**config.mk**
```make
export PLATFORM = sky130hd
export DESIGN_NAME = amem_host_port
export DESIGN_NICKNAME = d
export VERILOG_FILES = /design/src/cadr_uinst_pkg.sv /design/src/host_pkg.sv /design/src/amem_host_port.sv
export VERILOG_INCLUDE_DIRS = /design/src
export SDC_FILE = /design/constraint.sdc
export NUM_CORES = 1
export LEC_CHECK = 0
export ABC_AREA = 1
export BUFFER_PORTS_ARGS = -buffer_cell sky130_fd_sc_hd__buf_2
export CORE_MARGIN = 5
export CORE_UTILIZATION = 25
export CTS_CLUSTER_DIAMETER = 40
export DETAILED_ROUTE_END_ITERATION = 12
export HOLD_SLACK_MARGIN = 0.02
export PLACE_DENSITY = 0.62
export SLEW_MARGIN = 0
export SYNTH_ARGS = -nofsm -noshare
export SYNTH_HDL_FRONTEND = slang
export SYNTH_SLANG_ARGS = --single-unit
```
**constraint.sdc**
```tcl
create_clock -name clk_a -period 2.45 [get_ports clk_a]
set_input_delay 0.1225 -clock clk_a [delete_from_list [all_inputs] [get_ports clk_a]]
set_output_delay 0.1225 -clock clk_a [all_outputs]
set_load 0.01 [all_outputs]
```
**src/amem_cfg.svh**
```systemverilog
// ----------------------------------------------------------
// A-memory sizes and ALU op code width
// ----------------------------------------------------------

`ifndef AMEM_CFG_SVH
`define AMEM_CFG_SVH

`define AMEM_ADDR_W 10      // word address bits
`define AMEM_DATA_W 32      // word width
`define AMEM_DEPTH  1024    // words in the scratchpad

`define ALU_OP_W    3       // op code bits of a microinstruction

`endif

```
**src/cadr_uinst_pkg.sv**
```systemverilog
// ----------------------------------------------------------
// Datapath types: ALU op codes, the microinstruction word
// and the ALU result that goes to writeback
// ----------------------------------------------------------

`include "amem_cfg.svh"

package cadr_uinst_pkg;

   // operations of the A/M ALU
   typedef enum logic [`ALU_OP_W-1:0]
   {
      pass_a = 3'd0,    // A operand unchanged
      pass_m = 3'd1,    // M operand unchanged
      add    = 3'd2,
      sub    = 3'd3,    // A minus M
      and_op = 3'd4,
      or_op  = 3'd5,
      xor_op = 3'd6
   } alu_op_e;

   // one microinstruction, 56 bits
   typedef struct packed
   {
      alu_op_e                 op;
      logic [`AMEM_ADDR_W-1:0] a_addr;      // A-memory source word
      logic [`AMEM_DATA_W-1:0] m_operand;   // M side, already fetched
      logic [`AMEM_ADDR_W-1:0] dest;        // A-memory destination
      logic                    wr_en;       // write result back
   } uinst_t;

   // ALU result, 42 bits
   typedef struct packed
   {
      logic [`AMEM_ADDR_W-1:0] dest;
      logic [`AMEM_DATA_W-1:0] data;
   } result_t;

endpackage

```
**src/host_pkg.sv**
```systemverilog
// ----------------------------------------------------------
// Debug host types: request and response of the
// four-phase A-memory access port
// ----------------------------------------------------------

`include "amem_cfg.svh"

package host_pkg;

   // held stable by the host while req is high
   typedef struct packed
   {
      logic                    write;   // 1 write, 0 read
      logic [`AMEM_ADDR_W-1:0] addr;
      logic [`AMEM_DATA_W-1:0] data;    // write data
   } host_req_t;

   // read data, meaningful once ack is high
   typedef struct packed
   {
      logic [`AMEM_DATA_W-1:0] rdata;
   } host_rsp_t;

endpackage

```
**src/amem_host_port.sv**
```systemverilog
// ----------------------------------------------------------
// Debug host slave for A-memory
// four-phase req/ack, holds the pipeline, waits for it
// to drain, then borrows RAM port A or port B
// ----------------------------------------------------------

`timescale 1ns/1ns

`include "amem_cfg.svh"

module amem_host_port
(
   input  logic                      clk_a,
   input  logic                      reset,

   input  host_pkg::host_req_t       host_req,
   input  logic                      req,
   output logic                      ack,
   output host_pkg::host_rsp_t       host_rsp,

   input  cadr_uinst_pkg::result_t   wb,
   input  logic                      wb_en,
   input  logic                      busy,
   input  logic [`AMEM_ADDR_W-1:0]   stage_rd_addr,
   input  logic                      stage_rd_en,
   output logic                      hold,

   input  logic [`AMEM_DATA_W-1:0]   q_b,
   output logic [`AMEM_ADDR_W-1:0]   address_a,
   output logic [`AMEM_DATA_W-1:0]   data_a,
   output logic                      wren_a,
   output logic [`AMEM_ADDR_W-1:0]   address_b,
   output logic                      rden_b
);

   typedef enum logic [2:0]
   {
      st_idle,
      st_drain,       // hold up, waiting for busy to fall
      st_access,      // host owns a RAM port for one edge
      st_capture,     // read data sits on q_b
      st_ack_high,
      st_release
   } state_e;

   state_e state;
   state_e state_nxt;
   logic   host_wr;
   logic   host_rd;

   always_ff @(posedge clk_a)
   begin
      if (reset)
         state <= st_idle;
      else
         state <= state_nxt;
   end

   always_comb
   begin
      state_nxt = state;
      case (state)
         st_idle:     if (req) state_nxt = st_drain;
         st_drain:    if (!busy) state_nxt = st_access;
         st_access:   state_nxt = host_req.write ? st_ack_high : st_capture;
         st_capture:  state_nxt = st_ack_high;
         st_ack_high: if (!req) state_nxt = st_release;
         st_release:  state_nxt = st_idle;
         default:     state_nxt = st_idle;
      endcase
   end

   assign hold = (state != st_idle);
   assign ack  = (state == st_ack_high);

   assign host_wr = (state == st_access) &&  host_req.write;
   assign host_rd = (state == st_access) && !host_req.write;

   // port A: pipeline writeback unless the host writes
   assign wren_a    = host_wr | wb_en;
   assign address_a = host_wr ? host_req.addr : wb.dest;
   assign data_a    = host_wr ? host_req.data : wb.data;

   // port B: stage 0 read unless the host reads
   assign rden_b    = host_rd | stage_rd_en;
   assign address_b = host_rd ? host_req.addr : stage_rd_addr;

   always_ff @(posedge clk_a)
   begin
      if (state == st_capture)
         host_rsp.rdata <= q_b;    // stays put until the next read
   end

endmodule

```
==> reports/results.ini <==
[power_and_ir_drop]
switching_share_pct=31.0
ir_drop_mv=0.211
p_seq_share_pct=38.4
power_frac_clock_pct=26.8
power.leakage_nw=2.01
p_per_area_mw_per_mm2=528
power_frac_comb_pct=34.8
p_int_mw=1.30
power_mw=1.88
p_switching_uw=584

[clock_network]
clkTransAtPathRegs_ns=0.07
cts_resized=0
cts_root_buffer=clkbuf_8
cts_buffers=5
cts_tree=yes
clkLatencyLatePin_ns=0.28
htree_levels=2
cts_max_path_buffers=2
cts_sinks=35

[worst_setup_path]
r2r_end=state[0]
crit_start=state[2]
worst_ep_required_time_ns=2.33
crit_end=data_a[3]
startpoint_type=register
critPathMaxFanout=50
reg2reg_slack_ns=1.07
ff2ff_path_depth=7
rr_startpoint=state[0]
cp.arrival_ns=1.92
path_class=register to output pin
end_kind=output pin

[drt]
wl_per_cell_um=13.1
dr.pass1.iters=4
dr_total_vias=2368
drt-initial-drc-count=39
drcViolationCount=0
drtAntennaViolNets=0
via_per_inst=4.05
routed_wl_um=7640

[final_layout]
multi_input_area_sq_um=634
areaGrowthSynthToFinish_pct=83.0
final_util_pct=46.5
final_layout_size_suffix_gt1_share_pct=52.5
postLayoutCellArea_sq_mm=0.00356
layout_commonest_cell=buf_2
fin_nets=614
stdcell_count=584
seqCellArea_sq_mm=0.00102
mostFrequentLayoutCells=220 x buf_2, 59 x nand2_1, 50 x inv_1
fillCellCount=745
insertedDiodeCount=0

[logic_synthesis]
synth_fp_nets=360
synth.avg_cell_area_sq_um=8.57
syn-cell-area_sq_mm=0.00195
synth_cell_type_count=20
yosysWarnings=0
ys_seq_elements=35
ys_seq_area_share_pct=52.5
synth_cells=227

[floorplanning]
die-area_sq_mm=0.00965
die_w_um=98.2
io_pins=221
dieHeight_um=98.2
core-area_sq_mm=0.00765
initial_utilization_pct=25.4
rows=32

[sta]
fin_crit_ns=2.04
grt_setup_unrepaired=false
max_slew_margin_pct=62.5
fin_skew_ns=0.00339
timing.final.ws_setup_ns=0.410
whs_ns=0.219
tightest_slew_ns=0.563
setup_viol=0
timing.fmax_mhz=490
slew_violations=0
setup_tns_ns=0
post-route-period-util_pct=83.3
hold_viol=0

[placement]
dpl_worst_slack_ns=0.708
dpl_cell_area_sq_mm=0.00312
dp_hpwl_um=6300
gp_congestion=0.853
dp_cells=543
numPortBuffers=220

[global_route]
grt_max_degree=51
overflow=0
grt_pass1_wl_um=11500
antenna_found_initial=1
grt_pass1_vias=2425
grt.total_usage_pct=14.9

[run_status]
status=completed

[run]
max_cap_viol_count=0

[min_path]
hp-class=primary input to register

synth_stat cells:
| cell type | number | area (sq um) |
|---|---|---|
| nand2_1 | 59 | 221 |
| inv_1 | 50 | 188 |
| o21ai_1 | 33 | 165 |
| edfxtp_1 | 32 | 961 |
| o21ai_2 | 13 | 114 |
| nor2_1 | 8 | 30.0 |
| buf_6 | 7 | 78.8 |
| o21ai_0 | 6 | 30.0 |
| dfxtp_1 | 3 | 60.1 |
| nand3_1 | 3 | 15.0 |
| a21oi_1 | 2 | 10.0 |
| buf_2 | 2 | 10.0 |
| inv_2 | 2 | 7.51 |
| clkbuf_1 | 1 | 3.75 |
| clkbuf_2 | 1 | 5.00 |
| nand2_4 | 1 | 11.3 |
| nand3_4 | 1 | 17.5 |
| nor2_2 | 1 | 6.26 |
| nor3_1 | 1 | 5.00 |
| or2_2 | 1 | 6.26 |
timing repair:
action                                 in CTS  in global routing
setup buffers                               0                  0
endpoints found under the hold margin      33                  0
hold buffers                               33                  0
power by group through the flow:
stage / Sequential [mW] / Combinational [mW] / Clock (mW)
after global routing: 0.726 / 0.734 / 0.549
after CTS: 0.722 / 0.663 / 0.525
after detailed placement: 0.735 / 0.618 / 0
final: 0.722 / 0.654 / 0.504
after floorplan: 0.749 / 0.333 / 0
after global placement: 0.733 / 0.612 / 0
cell type report:
type / count / area share (%)
Sequential cell: 35 / 28.7
Multi-Input combinational cell: 129 / 17.8
Clock buffer: 5 / 1.93
Inverter: 52 / 5.48
Clock inverter: 3 / 1.23
Timing Repair Buffer: 258 / 41.3
Tap cell: 102 / 3.59
kinds of logic after synthesis:
| logic type | Yosys count | synth area share [%] |
|---|---|---|
| AO/OA/AOI/OAI | 54 | 16.4 |
| buffers and inverters | 63 | 15.0 |
| flip-flops | 35 | 52.5 |
| AND/OR/NAND/NOR | 75 | 16.1 |
per-layer routing:
metal	part of all wire, %	GRT usage [%]
met1	35	14.5
met2	50	27.6
met3	13	7.00
met4	1.8	5.04
met5	0.17	0
sequential cells by signal, summed over array words and instances (netlist names):
signal / flops
host_rsp: 32
state: 3
critical path: stages, from the launching register on:
cell	delay, ns
dfxtp_1	0.33
inv_2	0.09
nand2_4	0.06
inv_2	0.07
nand3_4	0.41
buf_4	0.36
o21ai_1	0.15
buf_2	0.15
worst min-delay path by stage:
stage	startpoint	to	slack, ns	depth (start not counted)
after floorplan	reset	state[2]	0.19	1
after global placement	q_b[21]	host_rsp[21]	0.30	1
after detailed placement	q_b[25]	host_rsp[25]	0.30	1
after CTS	req	state[1]	0.21	4
after global routing	req	state[1]	0.25	4
final	req	state[1]	0.22	4
Note: power is estimated with default switching activity, not from simulation.
