**src/amem_cfg.svh**
```systemverilog
// ----------------------------------------------------------
// A-memory sizes and ALU op code width
// ----------------------------------------------------------

`ifndef AMEM_CFG_SVH
`define AMEM_CFG_SVH

`define AMEM_ADDR_W 10      // word address bits
`define AMEM_DATA_W 32      // word width
`define AMEM_DEPTH  1024    // words in the scratchpad

`define ALU_OP_W    3       // op code bits of a microinstruction

`endif

```
**src/cadr_uinst_pkg.sv**
```systemverilog
// ----------------------------------------------------------
// Datapath types: ALU op codes, the microinstruction word
// and the ALU result that goes to writeback
// ----------------------------------------------------------

`include "amem_cfg.svh"

package cadr_uinst_pkg;

   // operations of the A/M ALU
   typedef enum logic [`ALU_OP_W-1:0]
   {
      pass_a = 3'd0,    // A operand unchanged
      pass_m = 3'd1,    // M operand unchanged
      add    = 3'd2,
      sub    = 3'd3,    // A minus M
      and_op = 3'd4,
      or_op  = 3'd5,
      xor_op = 3'd6
   } alu_op_e;

   // one microinstruction, 56 bits
   typedef struct packed
   {
      alu_op_e                 op;
      logic [`AMEM_ADDR_W-1:0] a_addr;      // A-memory source word
      logic [`AMEM_DATA_W-1:0] m_operand;   // M side, already fetched
      logic [`AMEM_ADDR_W-1:0] dest;        // A-memory destination
      logic                    wr_en;       // write result back
   } uinst_t;

   // ALU result, 42 bits
   typedef struct packed
   {
      logic [`AMEM_ADDR_W-1:0] dest;
      logic [`AMEM_DATA_W-1:0] data;
   } result_t;

endpackage

```
**src/amem_alu_stage.sv**
```systemverilog
// ----------------------------------------------------------
// A-memory operand pipeline
// stage 0 issues the A read, stage 1 picks the operand
// (forwarded or from RAM) and runs the ALU into the
// writeback register that feeds result and RAM port A
// ----------------------------------------------------------

`timescale 1ns/1ns

`include "amem_cfg.svh"

module amem_alu_stage
(
   input  logic                      clk_a,
   input  logic                      reset,

   input  cadr_uinst_pkg::uinst_t    uinst,
   input  logic                      uinst_valid,
   output logic                      uinst_ready,
   input  logic                      hold,

   output logic [`AMEM_ADDR_W-1:0]   rd_addr,
   output logic                      rd_en,
   input  logic [`AMEM_DATA_W-1:0]   q_b,

   output cadr_uinst_pkg::result_t   wb,
   output logic                      wb_en,

   output cadr_uinst_pkg::result_t   result,
   output logic                      result_valid,
   output logic                      busy
);

   import cadr_uinst_pkg::*;

   logic                    in_run;        // low through reset
   logic                    accept;

   uinst_t                  s0_uinst;      // A read in flight
   logic                    s0_valid;

   uinst_t                  s1_uinst;      // operand available
   logic                    s1_valid;
   logic                    s1_fwd;        // take s1_fwd_data, not q_b
   logic [`AMEM_DATA_W-1:0] s1_fwd_data;

   logic                    fwd_hit_s1;
   logic                    fwd_hit_wb;
   logic [`AMEM_DATA_W-1:0] a_operand;
   logic [`AMEM_DATA_W-1:0] alu_y;

   result_t                 wb_r;
   logic                    wb_valid;
   logic                    wb_wr;

   assign uinst_ready = in_run & ~hold;
   assign accept      = uinst_valid & uinst_ready;

   // stage 0 reads A-memory at the next edge
   assign rd_addr = s0_uinst.a_addr;
   assign rd_en   = s0_valid;

   // a result that lands in RAM at or after the read edge would be missed by q_b
   assign fwd_hit_s1 = s1_valid && s1_uinst.wr_en && (s1_uinst.dest == s0_uinst.a_addr);
   assign fwd_hit_wb = wb_valid && wb_wr && (wb_r.dest == s0_uinst.a_addr);

   assign a_operand = s1_fwd ? s1_fwd_data : q_b;

   always_comb
   begin
      case (s1_uinst.op)
         pass_a:  alu_y = a_operand;
         pass_m:  alu_y = s1_uinst.m_operand;
         add:     alu_y = a_operand + s1_uinst.m_operand;
         sub:     alu_y = a_operand - s1_uinst.m_operand;
         and_op:  alu_y = a_operand & s1_uinst.m_operand;
         or_op:   alu_y = a_operand | s1_uinst.m_operand;
         xor_op:  alu_y = a_operand ^ s1_uinst.m_operand;
         default: alu_y = a_operand;    // unused code
      endcase
   end

   always_ff @(posedge clk_a)
   begin
      if (reset)
      begin
         in_run   <= 1'b0;
         s0_valid <= 1'b0;
         s1_valid <= 1'b0;
         wb_valid <= 1'b0;
      end
      else
      begin
         in_run   <= 1'b1;
         s0_valid <= accept;
         s1_valid <= s0_valid;
         wb_valid <= s1_valid;
      end
   end

   always_ff @(posedge clk_a)
   begin
      if (accept)
         s0_uinst <= uinst;

      s1_uinst    <= s0_uinst;
      s1_fwd      <= fwd_hit_s1 | fwd_hit_wb;
      s1_fwd_data <= fwd_hit_s1 ? alu_y : wb_r.data;    // younger one first

      wb_r.dest <= s1_uinst.dest;
      wb_r.data <= alu_y;
      wb_wr     <= s1_uinst.wr_en;
   end

   assign wb    = wb_r;
   assign wb_en = wb_valid & wb_wr;

   assign result       = wb_r;
   assign result_valid = wb_valid;    // one strobe per item

   // anything still to read or write the RAM
   assign busy = s0_valid | s1_valid | wb_valid;

endmodule

```
**config.mk**
```make
export PLATFORM = sky130hd
export DESIGN_NAME = amem_alu_stage
export DESIGN_NICKNAME = d
export VERILOG_FILES = /design/src/cadr_uinst_pkg.sv /design/src/amem_alu_stage.sv
export VERILOG_INCLUDE_DIRS = /design/src
export SDC_FILE = /design/constraint.sdc
export NUM_CORES = 1
export LEC_CHECK = 0
export BUFFER_PORTS_ARGS = -buffer_cell sky130_fd_sc_hd__buf_2
export CAP_MARGIN = 20
export CORE_MARGIN = 2
export CORE_UTILIZATION = 45
export DETAILED_ROUTE_END_ITERATION = 12
export GPL_TIMING_DRIVEN = 0
export PLACE_DENSITY = 0.67
export SLEW_MARGIN = 10
export SYNTH_ARGS = -nofsm -noshare
export SYNTH_HDL_FRONTEND = slang
export SYNTH_SLANG_ARGS = --single-unit
```
**constraint.sdc**
```tcl
create_clock -name clk_a -period 5.4 [get_ports clk_a]
set_input_delay 0 -clock clk_a [delete_from_list [all_inputs] [get_ports clk_a]]
set_output_delay 0 -clock clk_a [all_outputs]
set_load 0.01 [all_outputs]
```
==> results.yml, run 1 <==
routing:
  first_pass_iters: 5
  drt_drc_violations_left: 0
  totalWireLength_um: 33600
  drtAntennaViolNets: 0
  dr.first_iter.drc_count: 718
  via_cell_ratio: 5.45
  route.vias.total: 9337
  detail_route.wl_per_cell_um: 19.6
setup_path:
  worst_setup_path_end_kind: "flip-flop"
  timing.critical_path.slowest_cell_delay_ns: 0.46
  critPathRequiredTime_ns: 5.73
  setup.worst_path.start_class: "flip-flop"
  timing_worst_setup_path_type: "reg2reg"
  critical-path-top-delay-family: "compound AO/OA/AOI/OAI gates"
  arrival_ns: 5.40
  reg2reg_to: "s1_fwd_data[27]"
  cp.buffers_inverters: 1
  path_max_fanout: 7
  timing.critical_path.cells: "or3_1, nor3_1, nor2b_1, nand2_1, o21ai_0, xnor2_1, ha_1, clkbuf_1, a211oi_1, o211ai_1, o31ai_1, nand2_1, o41ai_2, o21ai_0, xnor2_1, o21ai_1, mux2_2"
  timing.reg2reg.worst_path_depth: 17
  cpMaxStageDelayCell: "o41ai_2"
  reg2reg_from: "s1_uinst[18]"
  reg2reg_slack_ns: 0.32
  critical_path_cell_count: 17
floorplanning:
  rows: 55
  die_height_um: 157
  design.die.area_um2: 24600
  dieWidth_um: 157
  core_area_um2: 22800
  num_io_pins: 191
  floorplan.initialDensity_pct: 46.1
place:
  dpl_worst_slack_ns: -0.0624
  portBuffers: 190
  place.gp.congestion: 1.05
  place_hpwl_um: 24500
  place_area_um2: 11900
logic_synthesis:
  syn-cell-area_um2: 10500
  ys_seq_area_share_pct: 40.0
  ys_ff_latch: 182
  syn-instance-count: 1108
  yosys.cell_types.count: 66
  synth_area_per_cell_um2: 9.48
  postSynth.asyncResetShare_pct: 0
  synth_edf_count: 56
  synth_flop_cell: "dfxtp_1"
  synth_net_count: 1298
  yosysWarnings: 0
cells_and_area:
  mostFrequentLayoutCell: "buf_2"
  finalInstanceArea_um2: 13100
  syn2layout_area_growth_pct: 25.0
  fin_nets: 1577
  core_utilization_of_the_finished_layout_pct: 57.7
  most_frequent_cells_in_the_layout: "buf_2 (191), dfxtp_1 (126), a21oi_1 (97), ha_1 (97), nand2_1 (87)"
  antenna_cells_inserted: 0
  post_route_cells_drive_above_1_share_pct: 23.1
global_routing:
  grt_first_pass_wirelength_um: 51200
  grt.overflow.total: 0
  number_of_antenna_violations_at_the_first_check_in_global_routing: 0
  grtUsageTotal_pct: 27.7
  grt_pass1_vias: 8978
  grt_max_degree: 57
clocking:
  cts_setup_buffers: 0
  cts.sink_count: 182
  cts_max_level: 4
  clk-insertion-delay-late_ns: 0.44
  tritoncts.num_buffers: 17
  clock_pin_slew_on_the_worst_setup_and_hold_paths_ns: 0.08
  library_cell_used_as_clock_root_buffer: "clkbuf_16"
  number_of_buffers_on_the_longest_clock_path: 2
  cts_tree: "yes"
pwr:
  p_leak_nw: 5.85
  vdd_ir_drop_max_uv: 258
  p_per_area_nw_per_um2: 257
timing:
  timing.setup.tns_ns: 0
  max-slew-margin-rel_pct: 29.7
  finalHoldWorstSlack_ns: 0.0191
  min_period_over_period_pct: 94.0
  setup_repair_after_global_routing_missed_its_margin: "no"
  clock-skew-final_ns: 0.0147
  setup_viol: 0
  post-route-min-period_ns: 5.08
  timing.final.hold_violations: 0
  timing.fmax_ghz: 0.197
  maxSlewViolCount: 0
  worst_pin_slew_ns: 1.05
  post-route-worst-setup-slack_ns: 0.324
worst_hold_path:
  min_delay_path_depth: 4
  min-delay-path-class: "in2reg"
  min_delay_worst_endpoint: "result[30]"
  worst_hold_startpoint: "q_b[30]"
flow_run:
  maxCapViolations: 0
status:
  outcome: "complete, no violations"
## final cells by class
class | instances | area [um2]
Buffer | 100 | 581
Clock buffer | 17 | 425
Clock inverter | 15 | 141
Fill cell | 2023 | 9640
Inverter | 80 | 300
Multi-Input combinational cell | 745 | 5440
Sequential cell | 182 | 4200
Tap cell | 313 | 392
Timing Repair Buffer | 261 | 1660
## flip-flops by register name, summed over array words and instances, names as in the netlist
name and cells:
result_valid 1, s1_uinst 46, s1_fwd_data 32, in_run 1
rd_en 1, rd_addr 10, result 42, s1_valid 1
wb_wr 1, s1_fwd 1, s0_uinst 46
## how the worst max path moves through the flow
stage | to | slack (ns) | start
floorplan | s1_fwd_data[28] | 1.33 | s1_fwd
global placement | s1_fwd_data[27] | -0.04 | s1_uinst[55]
detailed placement | s1_fwd_data[27] | -0.06 | s1_uinst[55]
CTS | s1_fwd_data[27] | 0.11 | s1_uinst[54]
global route | s1_fwd_data[27] | 0.05 | s1_fwd
finish | s1_fwd_data[27] | 0.32 | s1_uinst[18]
## cells by family (layout without fill, tap and decap cells)
group / count (synthesis) / count (layout) / share of synthesized area (%)
AO/OA/AOI/OAI: 290 / 290 / 18.1
AND/OR/NAND/NOR: 229 / 229 / 10.2
flip-flops: 182 / 182 / 40.0
buffers and inverters: 181 / 473 / 8.33
adder cells (fa/ha/maj): 98 / 98 / 11.7
XOR/XNOR: 70 / 70 / 5.83
multiplexers: 58 / 58 / 5.81
## what timing repair did
| action | 4_1_cts | 5_1_grt |
|---|---|---|
| gates resized for setup | 3 | 11 |
| hold buffers | 70 | 0 |
| hold endpoints to repair | 71 | 0 |
| endpoints found under the setup margin | 2 | 12 |
## per-stage QoR
stage                     power, W  std cells
after global placement     0.00212       1611
after detailed placement   0.00213       1612
after floorplan            0.00193       1108
final                      0.00338       1713
after global routing       0.00352       1713
after CTS                  0.00339       1714
## tightest hold or removal path: stages
cell	delay, ns
buf_2	0.08
mux2_2	0.18
o22ai_1	0.10
nand2_1	0.07
## power breakdown
| part | internal [W] | switching, W | leakage, nW |
|---|---|---|---|
| clock network | 0.000612 | 0.000621 | 0.275 |
| registers | 0.00148 | 0.0000425 | 1.58 |
| logic | 0.000287 | 0.000338 | 4.00 |
| total | 0.00238 | 0.00100 | 5.85 |
## synthesized netlist by cell type, types with 2 or more instances
| cell type | instances | area share [%] |
|---|---|---|
| o32ai_1 | 3 | 0.25 |
| a21o_1 | 14 | 1.0 |
| nand2_1 | 88 | 3.1 |
| a21boi_0 | 3 | 0.21 |
| buf_1 | 9 | 0.32 |
| nand4_1 | 15 | 0.89 |
| o31ai_1 | 12 | 0.86 |
| o31a_1 | 2 | 0.17 |
| nor4_1 | 7 | 0.42 |
| or3b_2 | 2 | 0.17 |
| buf_4 | 52 | 3.7 |
| clkbuf_1 | 39 | 1.4 |
| edfxtp_1 | 56 | 16 |
| a21oi_1 | 97 | 4.6 |
| and2_1 | 3 | 0.18 |
| nor2_1 | 56 | 2.0 |
| mux2_2 | 24 | 2.6 |
| a2bb2oi_1 | 3 | 0.25 |
| nor3_1 | 14 | 0.67 |
| mux2i_1 | 34 | 3.2 |
| a31oi_1 | 14 | 0.83 |
| or3_1 | 5 | 0.30 |
| nor2b_1 | 7 | 0.42 |
| xor2_1 | 20 | 1.7 |
| or2_2 | 3 | 0.18 |
| o21ai_1 | 6 | 0.29 |
| o21ai_0 | 43 | 2.0 |
| and3_1 | 7 | 0.42 |
| a22o_1 | 3 | 0.25 |
| o211a_1 | 2 | 0.19 |
| o221ai_1 | 7 | 0.58 |
| a211oi_1 | 17 | 1.2 |
| o31ai_4 | 2 | 0.40 |
| nand2b_1 | 6 | 0.36 |
| o21bai_1 | 3 | 0.21 |
| ha_1 | 97 | 12 |
| nand3_1 | 11 | 0.52 |
| inv_1 | 79 | 2.8 |
| o22ai_1 | 20 | 1.2 |
| a221oi_1 | 22 | 1.8 |
| o21a_1 | 2 | 0.14 |
| xnor2_1 | 50 | 4.2 |
| dfxtp_1 | 126 | 24 |
## per-layer routing
layer | track usage (%) | wire, um | up-vias
met5 | 0 | 0 | -
li1 | - | - | 4470
met1 | 37.3 | 14700 | 4322
met4 | 11.2 | 1050 | 0
met3 | 5.82 | 3080 | 73
met2 | 43.3 | 14800 | 472
Power figures use the tool's default switching activity.
==> run 2: changes to the inputs <==
GPL_ROUTABILITY_DRIVEN = 0   (was unset)
GPL_TIMING_DRIVEN = unset   (was 0)
==> results.yml, run 2 (synthesis results as in run 1) <==
setup_path:
  critPathRequiredTime_ns: 5.72
  path_max_fanout: 7
  timing.critical_path.slowest_cell_delay_ns: 0.45
  timing.critical_path.cells: "or3_1, nor3_1, nor2b_1, nand2_1, o41ai_1, xnor2_1, ha_1, nand2_1, o211ai_1, o31ai_1, nand2_1, o41ai_2, o31a_1, xnor2_1, o21ai_1, mux2_2"
  timing_worst_setup_path_type: "reg2reg"
  cp_common_cell: "nand2_1"
  setup.worst_path.start_class: "flip-flop"
  cpMaxStageDelayCell: "o41ai_2"
  worst_setup_path_end_kind: "flip-flop"
  arrival_ns: 4.78
cells_and_area:
  most_frequent_cells_in_the_layout: "buf_2 (190), dfxtp_1 (125), a21oi_1 (97), ha_1 (97), nand2_1 (88)"
  syn2layout_area_growth_pct: 20.6
  finalInstanceArea_um2: 12700
  post_route_cells_drive_above_1_share_pct: 21.4
  mostFrequentLayoutCell: "buf_2"
  antenna_cells_inserted: 0
  num-fill-cells: 1979
  fin_nets: 1493
routing:
  met2RoutedLength_um: 12800
  totalWireLength_um: 29000
  first_pass_iters: 6
  via_cell_ratio: 5.54
  drt_drc_violations_left: 0
  route.met3.wl_um: 2890
  detail_route.wl_per_cell_um: 17.8
  routed.top_layer: "met5"
  dr.first_iter.drc_count: 698
  route.vias.total: 9031
  routedLengthMet1_um: 12800
  drtAntennaViolNets: 0
pwr:
  vdd_ir_drop_max_uv: 195
  seqPwrFrac_pct: 45.9
  power_switching_share_pct: 28.1
  power_spent_charging_and_discharging_nets_w: 0.000931
  p_per_area_nw_per_um2: 262
  cellInternalPower_w: 0.00239
  p_leak_nw: 5.60
  power.total_w: 0.00332
  power.share.clock_pct: 36.9
  combinationalPowerShare_pct: 17.2
timing:
  post-route-worst-setup-slack_ns: 0.946
  timing.setup.tns_ns: 0
  worst_pin_slew_ns: 1.12
  max-slew-margin-rel_pct: 24.9
  setup_repair_after_global_routing_missed_its_margin: "no"
  maxSlewViolCount: 0
  post-route-min-period_ns: 4.45
  setup_viol: 0
  timing.fmax_ghz: 0.225
  min_period_over_period_pct: 82.5
  clock-skew-final_ns: 0.0134
  timing.final.hold_violations: 0
global_routing:
  grt_max_degree: 36
  grt_first_pass_wirelength_um: 45400
  grtUsageTotal_pct: 23.8
  grt.overflow.total: 0
  number_of_antenna_violations_at_the_first_check_in_global_routing: 1
  grt_pass1_vias: 8566
floorplanning:
  core_area_um2: 22800
  design.die.area_um2: 24600
  die_height_um: 157
  floorplan.initialDensity_pct: 46.1
  num_io_pins: 191
  dieWidth_um: 157
  rows: 55
clocking:
  cts_tree: "yes"
  cts.sink_count: 182
  clk-insertion-delay-late_ns: 0.43
  ctsHoldBuffers: 68
  library_cell_used_as_clock_root_buffer: "clkbuf_16"
  clock_pin_slew_on_the_worst_setup_and_hold_paths_ns: 0.07
  tritoncts.num_buffers: 17
  cts_setup_buffers: 0
  cts_max_level: 4
  number_of_buffers_on_the_longest_clock_path: 2
  resized_after_cts: 0
flow_run:
  maxCapViolations: 0
place:
  place_hpwl_um: 20500
  portBuffers: 190
  place_area_um2: 11400
  dpl_worst_slack_ns: 1.06
status:
  outcome: "complete, no violations"
worst_hold_path:
  min-delay-path-class: "in2reg"
==> run 2: cell types whose count changed in the layout (fill, tap and decap cells not counted), sizes merged <==
cell / delta
buf: -41
inv: -2
bufinv: +1
dlygate4sd3: -2
clkbuf: -40
==> run 2: critical path, delay by kind of cell, from the launching register on <==
kind                     cells  cell delay, ns
AO/OA/AOI/OAI                6            1.57
XOR/XNOR                     2            0.25
multiplexers                 1            0.27
adder cells (fa/ha/maj)      1            0.39
flip-flops                   1            0.34
AND/OR/NAND/NOR              6            1.52
==> run 2: layout make-up <==
type	count	area, um2	share of cell area [%]
multi-input cells	745	5430	42.9
flip-flops and latches	182	4210	33.2
repair buffers	277	1770	14.0
clock buffers	18	429	3.39
well taps	313	392	3.09
inverters	80	300	2.37
clock inverters	14	144	1.14
==> run 2: final timing paths <==
check             slack, ns              end  depth (start not counted)          from
setup / recovery       0.95  s1_fwd_data[31]                         16  s1_uinst[18]
hold / removal         0.03        result[4]                          3        q_b[4]
setup reg to reg       0.95  s1_fwd_data[31]                         16  s1_uinst[18]
hold reg to reg        0.34     s1_uinst[15]                          0  s0_uinst[15]
==> run 2: through the flow <==
step                      std cells  util (%)  hold slack (ns)
final                          1629      55.7           0.0280
after global routing           1629      55.7           0.0409
after CTS                      1629      55.7          0.00279
after detailed placement       1529      50.2            0.178
after global placement         1529      50.2            0.176
after floorplan                1108         -           0.0557
==> run 2: per-layer routing <==
| metal | track usage, % | vias up |
|---|---|---|
| li1 | - | 4304 |
| met1 | 32.4 | 4212 |
| met2 | 37.6 | 469 |
| met3 | 5.48 | 44 |
| met4 | 7.65 | 2 |
| met5 | 0 | - |
==> run 2: power groups by stage <==
stage                     Clock, W  Combinational (W)  Sequential (W)
after detailed placement         0           0.000522         0.00155
after global placement           0           0.000515         0.00155
after floorplan                  0           0.000376         0.00156
final                      0.00122           0.000572         0.00152
after global routing       0.00131           0.000630         0.00153
after CTS                  0.00125           0.000563         0.00152
